[config.mk]
export PLATFORM = sky130hd
export DESIGN_NAME = periph_top
export DESIGN_NICKNAME = d
export VERILOG_FILES = /design/src/periph_pkg.sv /design/src/apb_decoder.sv /design/src/mtimer.sv /design/src/periph_top.sv /design/src/uart_tx.sv /design/src/us_tick_gen.sv
export VERILOG_INCLUDE_DIRS = /design/src /design/src/src
export SDC_FILE = /design/constraint.sdc
export NUM_CORES = 1
export LEC_CHECK = 0
export BUFFER_PORTS_ARGS = -buffer_cell sky130_fd_sc_hd__buf_4
export CORE_MARGIN = 4
export CORE_UTILIZATION = 45
export CTS_BUF_LIST = sky130_fd_sc_hd__clkbuf_8
export DETAILED_ROUTE_END_ITERATION = 10
export GPL_TIMING_DRIVEN = 0
export PLACE_DENSITY = 0.73
export SETUP_SLACK_MARGIN = 0.3
export SYNTH_ARGS = -nofsm -noshare
export SYNTH_HDL_FRONTEND = slang
export SYNTH_SLANG_ARGS = --single-unit
[constraint.sdc]
create_clock -name clk -period 5.45 [get_ports clk]
set_clock_uncertainty 0.15 [all_clocks]
set_input_delay 0.8175 -clock clk [delete_from_list [all_inputs] [get_ports clk]]
set_output_delay 0.8175 -clock clk [all_outputs]
set_load 0.005 [all_outputs]
[src/periph_params.svh]
// peripheral subsystem parameters
`ifndef PERIPH_PARAMS_SVH
`define PERIPH_PARAMS_SVH

// ---------------------------------------------------------------------
// apb bus widths

`define APB_AW 16
`define APB_DW 32

// ---------------------------------------------------------------------
// address map

// paddr[15:14] picks the peripheral
`define SEL_MSB 15
`define SEL_LSB 14

// word offset inside a peripheral
`define OFF_MSB 5
`define OFF_LSB 2

// ---------------------------------------------------------------------
// timing defaults that the top level parameters override

`define TICK_DIV    27   // 27 MHz core clock
`define UART_CLKDIV 234  // 115200 baud at 27 MHz

`endif

[src/periph_pkg.sv]
// peripheral subsystem types
package periph_pkg;

	// decoded target of an apb access
	typedef enum logic [1:0] {
		SEL_TIMER = 2'd0,
		SEL_UART  = 2'd1,
		SEL_NONE  = 2'd2   // select field 2 or 3
	} slave_sel_e;

	// register word offsets, taken from paddr[5:2]
	typedef enum logic [3:0] {
		REG_CTRL      = 4'd0,
		REG_MTIME     = 4'd1,
		REG_MTIMEH    = 4'd2,
		REG_MTIMECMP  = 4'd3,
		REG_MTIMECMPH = 4'd4
	} reg_off_e;

	// uart offsets reuse the timer encodings in their own window
	localparam reg_off_e REG_TXDATA = REG_CTRL;
	localparam reg_off_e REG_STATUS = REG_MTIME;

endpackage

[src/apb_decoder.sv]
// apb address decoder
`timescale 1ns/100ps
`include "periph_params.svh"

module apb_decoder (
	input  logic               psel,
	input  logic [`APB_AW-1:0] paddr,
	input  logic               timer_pready,
	input  logic [`APB_DW-1:0] timer_prdata,
	input  logic               timer_pslverr,
	input  logic               uart_pready,
	input  logic [`APB_DW-1:0] uart_prdata,
	input  logic               uart_pslverr,
	output logic               timer_psel,
	output logic               uart_psel,
	output logic               pready,
	output logic [`APB_DW-1:0] prdata,
	output logic               pslverr
);
	import periph_pkg::*;

	slave_sel_e sel;

	always_comb begin
		case (paddr[`SEL_MSB:`SEL_LSB])
			2'd0:    sel = SEL_TIMER;
			2'd1:    sel = SEL_UART;
			default: sel = SEL_NONE;
		endcase
	end

	assign timer_psel = psel && (sel == SEL_TIMER);
	assign uart_psel  = psel && (sel == SEL_UART);

	// ---------------------------------------------------------------------
	// response mux

	always_comb begin
		case (sel)
			SEL_TIMER: begin
				pready  = timer_pready;
				prdata  = timer_prdata;
				pslverr = timer_pslverr;
			end
			SEL_UART: begin
				pready  = uart_pready;
				prdata  = uart_prdata;
				pslverr = uart_pslverr;
			end
			default: begin
				// no slave here so answer at once with an error
				pready  = 1'b1;
				prdata  = '0;
				pslverr = psel;
			end
		endcase
	end

	// at most one peripheral sees the select
	always_comb begin
		assert (!(timer_psel && uart_psel))
			else $error("apb_decoder: timer and uart selected together");
	end

endmodule

[src/mtimer.sv]
// risc-v machine timer
`timescale 1ns/100ps
`include "periph_params.svh"

module mtimer (
	input  logic               clk,
	input  logic               rst_n,
	input  logic               psel,
	input  logic               penable,
	input  logic               pwrite,
	input  logic [`APB_AW-1:0] paddr,
	input  logic [`APB_DW-1:0] pwdata,
	input  logic               tick,
	input  logic               dbg_halt,
	output logic [`APB_DW-1:0] prdata,
	output logic               pready,
	output logic               pslverr,
	output logic               timer_irq
);
	import periph_pkg::*;

	logic        ctrl_en;
	logic [63:0] mtime;
	logic [63:0] mtimecmp;
	reg_off_e    off;
	logic        off_ok;
	logic        wr_en;
	logic        count_en;

	assign off      = reg_off_e'(paddr[`OFF_MSB:`OFF_LSB]);
	assign wr_en    = psel && penable && pwrite && off_ok;
	assign count_en = tick && ctrl_en && !dbg_halt;  // frozen while the hart is halted

	assign pready  = 1'b1;  // no wait states
	assign pslverr = psel && penable && !off_ok;

	// ---------------------------------------------------------------------
	// register read

	always_comb begin
		off_ok = 1'b1;
		prdata = '0;
		case (off)
			REG_CTRL:      prdata = {{(`APB_DW-1){1'b0}}, ctrl_en};
			REG_MTIME:     prdata = mtime[31:0];
			REG_MTIMEH:    prdata = mtime[63:32];
			REG_MTIMECMP:  prdata = mtimecmp[31:0];
			REG_MTIMECMPH: prdata = mtimecmp[63:32];
			default:       off_ok = 1'b0;
		endcase
	end

	// ---------------------------------------------------------------------
	// control and compare registers

	always_ff @(posedge clk or negedge rst_n) begin
		if (!rst_n) begin
			ctrl_en  <= 1'b0;
			mtimecmp <= '1;  // no interrupt until software sets a deadline
		end else if (wr_en) begin
			case (off)
				REG_CTRL:      ctrl_en <= pwdata[0];
				REG_MTIMECMP:  mtimecmp[31:0] <= pwdata;
				REG_MTIMECMPH: mtimecmp[63:32] <= pwdata;
				default:       ;
			endcase
		end
	end

	// a bus write to mtime wins over the increment
	always_ff @(posedge clk or negedge rst_n) begin
		if (!rst_n) begin
			mtime <= '0;
		end else if (wr_en && off == REG_MTIME) begin
			mtime[31:0] <= pwdata;
		end else if (wr_en && off == REG_MTIMEH) begin
			mtime[63:32] <= pwdata;
		end else if (count_en) begin
			mtime <= mtime + 64'd1;
		end
	end

	// registered compare
	always_ff @(posedge clk or negedge rst_n) begin
		if (!rst_n)
			timer_irq <= 1'b0;
		else
			timer_irq <= (mtime >= mtimecmp);
	end

	// a disarmed compare never fires unless mtime itself wrapped to the top
	assert property (@(posedge clk) disable iff (!rst_n)
		(mtimecmp == '1 && mtime != '1) |=> !timer_irq)
		else $error("mtimer: irq raised with mtimecmp at all ones");

endmodule

[src/periph_top.sv]
// peripheral subsystem top level
`timescale 1ns/100ps
`include "periph_params.svh"

module periph_top #(
	parameter int tick_div    = `TICK_DIV,
	parameter int uart_clkdiv = `UART_CLKDIV
) (
	input  logic               clk,
	input  logic               rst_n,
	input  logic               psel,
	input  logic               penable,
	input  logic               pwrite,
	input  logic [`APB_AW-1:0] paddr,
	input  logic [`APB_DW-1:0] pwdata,
	input  logic               dbg_halt,
	output logic [`APB_DW-1:0] prdata,
	output logic               pready,
	output logic               pslverr,
	output logic               timer_irq,
	output logic               uart_tx
);
	logic               timer_psel;
	logic               timer_pready;
	logic [`APB_DW-1:0] timer_prdata;
	logic               timer_pslverr;
	logic               uart_psel;
	logic               uart_pready;
	logic [`APB_DW-1:0] uart_prdata;
	logic               uart_pslverr;
	logic               tick;

	apb_decoder apb_decoder_inst (.*);

	us_tick_gen #(
		.tick_div (tick_div)
	) us_tick_gen_inst (.*);

	// ---------------------------------------------------------------------
	// peripherals

	mtimer mtimer_inst (
		.*,
		.psel    (timer_psel),
		.prdata  (timer_prdata),
		.pready  (timer_pready),
		.pslverr (timer_pslverr)
	);

	uart_tx #(
		.clkdiv (uart_clkdiv)
	) uart_tx_inst (
		.*,
		.psel    (uart_psel),
		.prdata  (uart_prdata),
		.pready  (uart_pready),
		.pslverr (uart_pslverr)
	);

endmodule

[src/uart_tx.sv]
// transmit-only uart
`timescale 1ns/100ps
`include "periph_params.svh"

module uart_tx #(
	parameter int clkdiv = `UART_CLKDIV  // clock cycles per bit
) (
	input  logic               clk,
	input  logic               rst_n,
	input  logic               psel,
	input  logic               penable,
	input  logic               pwrite,
	input  logic [`APB_AW-1:0] paddr,
	input  logic [`APB_DW-1:0] pwdata,
	output logic [`APB_DW-1:0] prdata,
	output logic               pready,
	output logic               pslverr,
	output logic               uart_tx
);
	import periph_pkg::*;

	localparam int bw = (clkdiv > 1) ? $clog2(clkdiv) : 1;

	logic [bw-1:0] baud_cnt;
	logic [9:0]    shifter;   // stop, data[7:0], start
	logic [3:0]    bit_cnt;   // bits left in the frame
	logic          busy;
	logic          tx_wr;
	logic          load;
	reg_off_e      off;

	assign off   = reg_off_e'(paddr[`OFF_MSB:`OFF_LSB]);
	assign busy  = (bit_cnt != 4'd0);
	assign tx_wr = psel && pwrite && (off == REG_TXDATA);
	assign load  = tx_wr && penable && !busy;

	// stall a txdata write until the frame in flight is out
	assign pready  = !(tx_wr && busy);
	assign uart_tx = shifter[0];

	always_comb begin
		prdata  = '0;
		pslverr = 1'b0;
		case (off)
			REG_TXDATA: ;  // write only and reads back zero
			REG_STATUS: prdata = {{(`APB_DW-1){1'b0}}, busy};
			default:    pslverr = psel && penable;
		endcase
	end

	// ---------------------------------------------------------------------
	// baud counter and shifter

	always_ff @(posedge clk or negedge rst_n) begin
		if (!rst_n) begin
			shifter  <= '1;  // line idles high
			bit_cnt  <= '0;
			baud_cnt <= '0;
		end else if (load) begin
			shifter  <= {1'b1, pwdata[7:0], 1'b0};
			bit_cnt  <= 4'd10;
			baud_cnt <= bw'(clkdiv - 1);
		end else if (busy) begin
			if (baud_cnt == '0) begin
				shifter  <= {1'b1, shifter[9:1]};  // lsb first and fill with idle
				bit_cnt  <= bit_cnt - 4'd1;
				baud_cnt <= bw'(clkdiv - 1);
			end else begin
				baud_cnt <= baud_cnt - bw'(1);
			end
		end
	end

	// line sits at mark between frames
	assert property (@(posedge clk) disable iff (!rst_n)
		!busy |-> uart_tx)
		else $error("uart_tx: line low while idle");

endmodule

[src/us_tick_gen.sv]
// microsecond tick generator
`timescale 1ns/100ps
`include "periph_params.svh"

module us_tick_gen #(
	parameter int tick_div = `TICK_DIV  // clock cycles per microsecond
) (
	input  logic clk,
	input  logic rst_n,
	output logic tick
);
	localparam int cw = (tick_div > 1) ? $clog2(tick_div) : 1;

	logic [cw-1:0] cnt;

	always_ff @(posedge clk or negedge rst_n) begin
		if (!rst_n) begin
			cnt  <= cw'(tick_div - 1);
			tick <= 1'b0;
		end else begin
			if (cnt == '0)
				cnt <= cw'(tick_div - 1);  // reload
			else
				cnt <= cnt - cw'(1);
			tick <= (cnt == '0);
		end
	end

	// a real divider never gives back-to-back ticks
	assert property (@(posedge clk) disable iff (!rst_n)
		(tick_div > 1 && tick) |=> !tick)
		else $error("us_tick_gen: tick high on two cycles in a row");

endmodule
# After elaboration in Yosys (flattened, before gate mapping)

Index checks and enable logic that the tools add are counted.

Add/sub/neg operators: 4
Magnitude comparators: 1
Equality and inequality tests: 7
Multiplexer cells: 22
Bitwise gates (word level): 1
Reduce and logical (&&, ||, !) cells: 38

Operators with widths:

| cell                    | count |
|---|---|
| $pmux W32 S5            | 1 |
| $mux W32                | 3 |
| $add A64 B1 Y64 const B | 1 |
| $ge A64 B64 Y1          | 1 |
| $mux W64                | 1 |
| $pmux W32 S2            | 1 |
| $mux W10                | 3 |
| $mux W8                 | 3 |
| $logic_and A1 B1 Y1     | 16 |
| $mux W4                 | 3 |
| $reduce_and A2 Y1       | 6 |
| $eq A4 B2 Y1 const B    | 2 |
| $logic_not A8 Y1        | 1 |
| $reduce_bool A2 Y1      | 4 |
| $sub A8 B1 Y8 const B   | 1 |
| $logic_not A5 Y1        | 1 |
| $mux W5                 | 1 |
| $reduce_or A5 Y1        | 1 |
| $sub A5 B1 Y5 const B   | 1 |
| $eq A2 B1 Y1 const B    | 2 |
| $eq A4 B1 Y1 const B    | 1 |
| $eq A4 B3 Y1 const B    | 1 |
| $logic_not A1 Y1        | 4 |
| $logic_not A2 Y1        | 2 |
| other kinds (9)         | 12 |

Register bits: 158
Input bits: 54
Output and inout port bits: 36
Word-level logic and storage cells: 84

# Depth between registers and ports, before layout

Depth in word-level cells: 10
Depth in mapped cells: 9

# Modules after synthesis

From an unflattened synthesis, not the netlist that was laid out.

Cells, all modules: 1292
Area, all modules: 11035.6 um^2

Modules (own cells, without submodules):

| module      | instances | cells an instance | area an instance (um^2) | sequential area each (um^2) |
|---|---|---|---|---|
| mtimer      | 1         | 1040              | 8838.5                  | 3333.2 |
| uart_tx     | 1         | 150               | 1347.5                  | 536.8 |
| apb_decoder | 1         | 79                | 579.3                   | 0.0 |
| us_tick_gen | 1         | 23                | 270.3                   | 153.9 |

# Worst setup path before layout

Ideal clock, no wire load.

Kind: in2out
Start: input port paddr[4]
End: output port prdata[13]
Arrival time: 2.205 ns
Data required time: 4.483 ns
Path slack: 2.278 ns
Stages on the path: 5
Cell sequence: clkbuf_1 > nor4b_1 > clkbuf_1 > a22oi_1 > a21oi_1

Longest elaborated chain between the ends: 3

RTL lines:

| what                                 | RTL line          | source |
|---|---|---|
| start: declaration                   | periph_top.sv:14  | `` input logic [`APB_AW-1:0] paddr, `` |
| $eq A4 B3 Y1 (tied with other cells) | mtimer.sv:43      | `case (off)` |
| $pmux W32 S5 *                       | mtimer.sv:43      |  |
| $pmux W32 S2 *                       | apb_decoder.sv:39 | `case (sel)` |
| end: declaration                     | periph_top.sv:17  | `` output logic [`APB_DW-1:0] prdata, `` |

Every way passes the cells marked *; elsewhere a longest branch is shown, timed or not.

# Worst setup path after layout

Start: input port paddr[3]
End: output port prdata[7]

The elaborated chain is that of the path after synthesis.

==> run_results.csv <==
group,metric,value,unit
run,cap_violations,0,
drt,drtIter0Drc,987,
clock_tree,clock_path_buffers,2,
synth,syn_avg_cell_area,9.12,um^2
floorplan,dieWidth,158,um
synth,ys_types,63,
drt,wl,32.2,mm
final_layout,fin_util,52.2,%
timing,whs,0.121,ns
global_routing,antenna_found_initial,0,
drt,drc,0,
global_routing,use_met3,4.84,%
timing,final.min_clock_period,4.37,ns
clock_tree,clkSlewWorstSetupHoldPaths,0.09,ns
critical_path,critical_path_class,"input pin to output pin",
place,dpl-instance-area,0.0111,mm^2
drt,drtPass1Iterations,6,
pwr,peakVddDrop,0.104,mV
clock_tree,root_buffer,"clkbuf_8",
clock_tree,cts_tree,"done",
synth,synth_enable_flop_cells,0,
synth,ys_seq_area_share,39.8,%
place,gp_congestion,0.963,
clock_tree,cts_resized,0,
final_layout,num_antenna_cells,0,
global_routing,grtUsageMet2,39.5,%
floorplan,rows,54,
global_routing,grt_use_met1,36.8,%
timing,fmax,0.229,GHz
synth,async_reset_ff_share,100,%
clock_tree,htree_levels,4,
final_layout,final_cell_area,0.0115,mm^2
drt,routedWlPerCell,21.5,um
critical_path,ff2ff_path_depth,9,
clock_tree,clock_latency,0.48,ns
critical_path,crit_path_start_kind,"input pin",
timing,worstMarginPinSlew,1.22,ns
place,port_buffers,76,
global_routing,grt_pass1_wl,50.1,mm
place,hpwl,23.6,mm
synth,syn-num-nets,1231,
drt,num_vias,9350,
final_layout,drive_above_1_share,22.0,%
critical_path,worstPathRequired,4.48,ns
global_routing,gr-usage-all-layers,26.0,%
drt,vias_per_cell,6.25,
timing,setup_viol,0,
clock_tree,cts.sinks,157,
floorplan,initial_core_util,46.0,%
floorplan,die_y,158,um
final_layout,area_growth,13.6,%
timing,hold_violations,0,
timing,rsz0062_at_grt,"false",
critical_path,worstSetupEndpointType,"output pin",
global_routing,top_usage_layer,"met2",
clock_tree,postCtsHoldBufs,0,
final_layout,layout.nets,1327,
global_routing,overflow,0,
floorplan,core_region_area,0.0220,mm^2
drt,final_antenna_net_count,0,
clock_tree,post_cts_buffers,0,
synth,synth_seq_cells,157,
timing,tns,0,ns
synth,synth_area,0.0101,mm^2
critical_path,worstPathArrival,3.41,ns
pwr,p_leak,4.67,nW
floorplan,die_area,0.0249,mm^2
synth,yosysWarningCount,0,
synth,postSynthCellCount,1107,
floorplan,ioPinCount,90,
worst_hold_path,hp-class,"input pin to async pin",
pwr,p_per_area,223,mW/mm^2
critical_path,cp_max_fo,10,
timing,slew_viol_final,0,
timing,fin_crit_sh,80.2,%
outcome,status,"complete, no violations",
synth,yosys_most_used_dff,"dfrtp_1",
pwr,power.total,0.00255,W
global_routing,first_global_vias,8838,
clock_tree,cts_buffers,17,
timing,relSlewSlack,18.0,%
global_routing,grt_max_degree,92,
## cells by family (layout without fill, tap and decap cells)
group / Yosys count / after routing / synth area share, %
AO/OA/AOI/OAI: 319 / 319 / 19.4
flip-flops: 157 / 157 / 39.8
buffers and inverters: 131 / 240 / 5.07
adder cells (fa/ha/maj): 70 / 70 / 8.67
XOR/XNOR: 36 / 36 / 3.12
AND/OR/NAND/NOR: 322 / 322 / 16.0
multiplexers: 72 / 72 / 7.92
## power by group
| group | switching [W] | internal, W | leakage, nW |
|---|---|---|---|
| clock | 0.000489 | 0.000467 | 0.209 |
| combinational | 0.000192 | 0.000132 | 2.60 |
| sequential | 0.0000494 | 0.00122 | 1.86 |
## placed cells by master, fill, tap and decap left out, types with 62 or more instances in the layout
| cell | n |
|---|---|
| ha_1 | 70 |
| dfstp_2 | 76 |
| a22oi_1 | 62 |
| nand2_1 | 111 |
| dfrtp_1 | 81 |
| a21oi_1 | 113 |
| o21ai_0 | 68 |
| buf_4 | 76 |
| mux2_2 | 63 |
| inv_1 | 79 |
## metal layers
layer / part of all wire [%] / wire length, um
met1: 43 / 13800
met2: 44 / 14300
met3: 9.0 / 2920
met4: 3.8 / 1230
met5: 0 / 0
## final timing paths
check | from | to | slack (ns)
min reg2reg | us_tick_gen_inst.cnt[0] | us_tick_gen_inst.cnt[0] | 0.32
min in group clk | us_tick_gen_inst.cnt[0] | us_tick_gen_inst.cnt[0] | 0.32
max in group asynchronous | rst_n | mtimer_inst.mtimecmp[31] | 4.13
max reg2reg | mtimer_inst.mtime[16] | mtimer_inst.mtime[57] | 2.21
min | rst_n | mtimer_inst.mtime[18] | 0.12
max | paddr[3] | prdata[7] | 1.08
## synthesized netlist by cell type (5+ instances only)
cell | count | share of area (%)
nor3_1 | 23 | 1.1
mux2_2 | 63 | 7.0
nand4_1 | 33 | 2.0
xnor2_1 | 14 | 1.2
a22oi_1 | 62 | 4.6
o21a_1 | 5 | 0.37
inv_1 | 77 | 2.9
a21o_1 | 10 | 0.74
a21oi_1 | 113 | 5.6
o22ai_1 | 19 | 1.2
o21ai_0 | 68 | 3.4
and2_1 | 6 | 0.37
nor2_1 | 52 | 1.9
xor2_1 | 22 | 1.9
nor4_1 | 6 | 0.37
a31oi_1 | 8 | 0.50
nand2b_1 | 5 | 0.31
clkbuf_1 | 46 | 1.7
nand3_1 | 34 | 1.7
mux2i_1 | 9 | 0.89
nand2_1 | 111 | 4.1
dfstp_2 | 76 | 20
ha_1 | 70 | 8.7
and3_1 | 19 | 1.2
o41ai_1 | 5 | 0.43
and4_1 | 7 | 0.61
dfrtp_1 | 81 | 20
## state kept, by name (all words and copies together) (netlist names)
signal / flops
mtimer_inst.mtime: 64
mtimer_inst.mtimecmp: 64
uart_tx_inst.shifter: 9
uart_tx_inst.baud_cnt: 8
us_tick_gen_inst.cnt: 5
uart_tx_inst.bit_cnt: 4
mtimer_inst.ctrl_en: 1
mtimer_inst.timer_irq: 1
us_tick_gen_inst.tick: 1
## through the flow
step | cells | worst slack, ns
4_1_cts | 1496 | 1.20
3_3_place_gp | 1463 | 1.28
5_1_grt | 1496 | 0.914
2_1_floorplan | 1107 | 2.28
3_5_place_dp | 1464 | 1.20
6_report | 1496 | 1.08
## worst max-delay path: stages
cell	delay [ns]
buf_4	0.11
clkbuf_1	0.20
nor4b_1	0.81
clkbuf_1	0.70
a22oi_1	0.20
a21oi_1	0.38
buf_4	0.18
## cell type report
| type | instances | area (um^2) |
|---|---|---|
| plain buffers | 54 | 223 |
| clock buffers | 18 | 248 |
| clock inverters | 14 | 169 |
| fillers | 2049 | 10500 |
| inverters | 77 | 289 |
| multi-input cells | 819 | 5560 |
| flip-flops and latches | 157 | 4020 |
| well taps | 280 | 350 |
| repair buffers | 77 | 606 |
(Power assumes the default switching activity.)
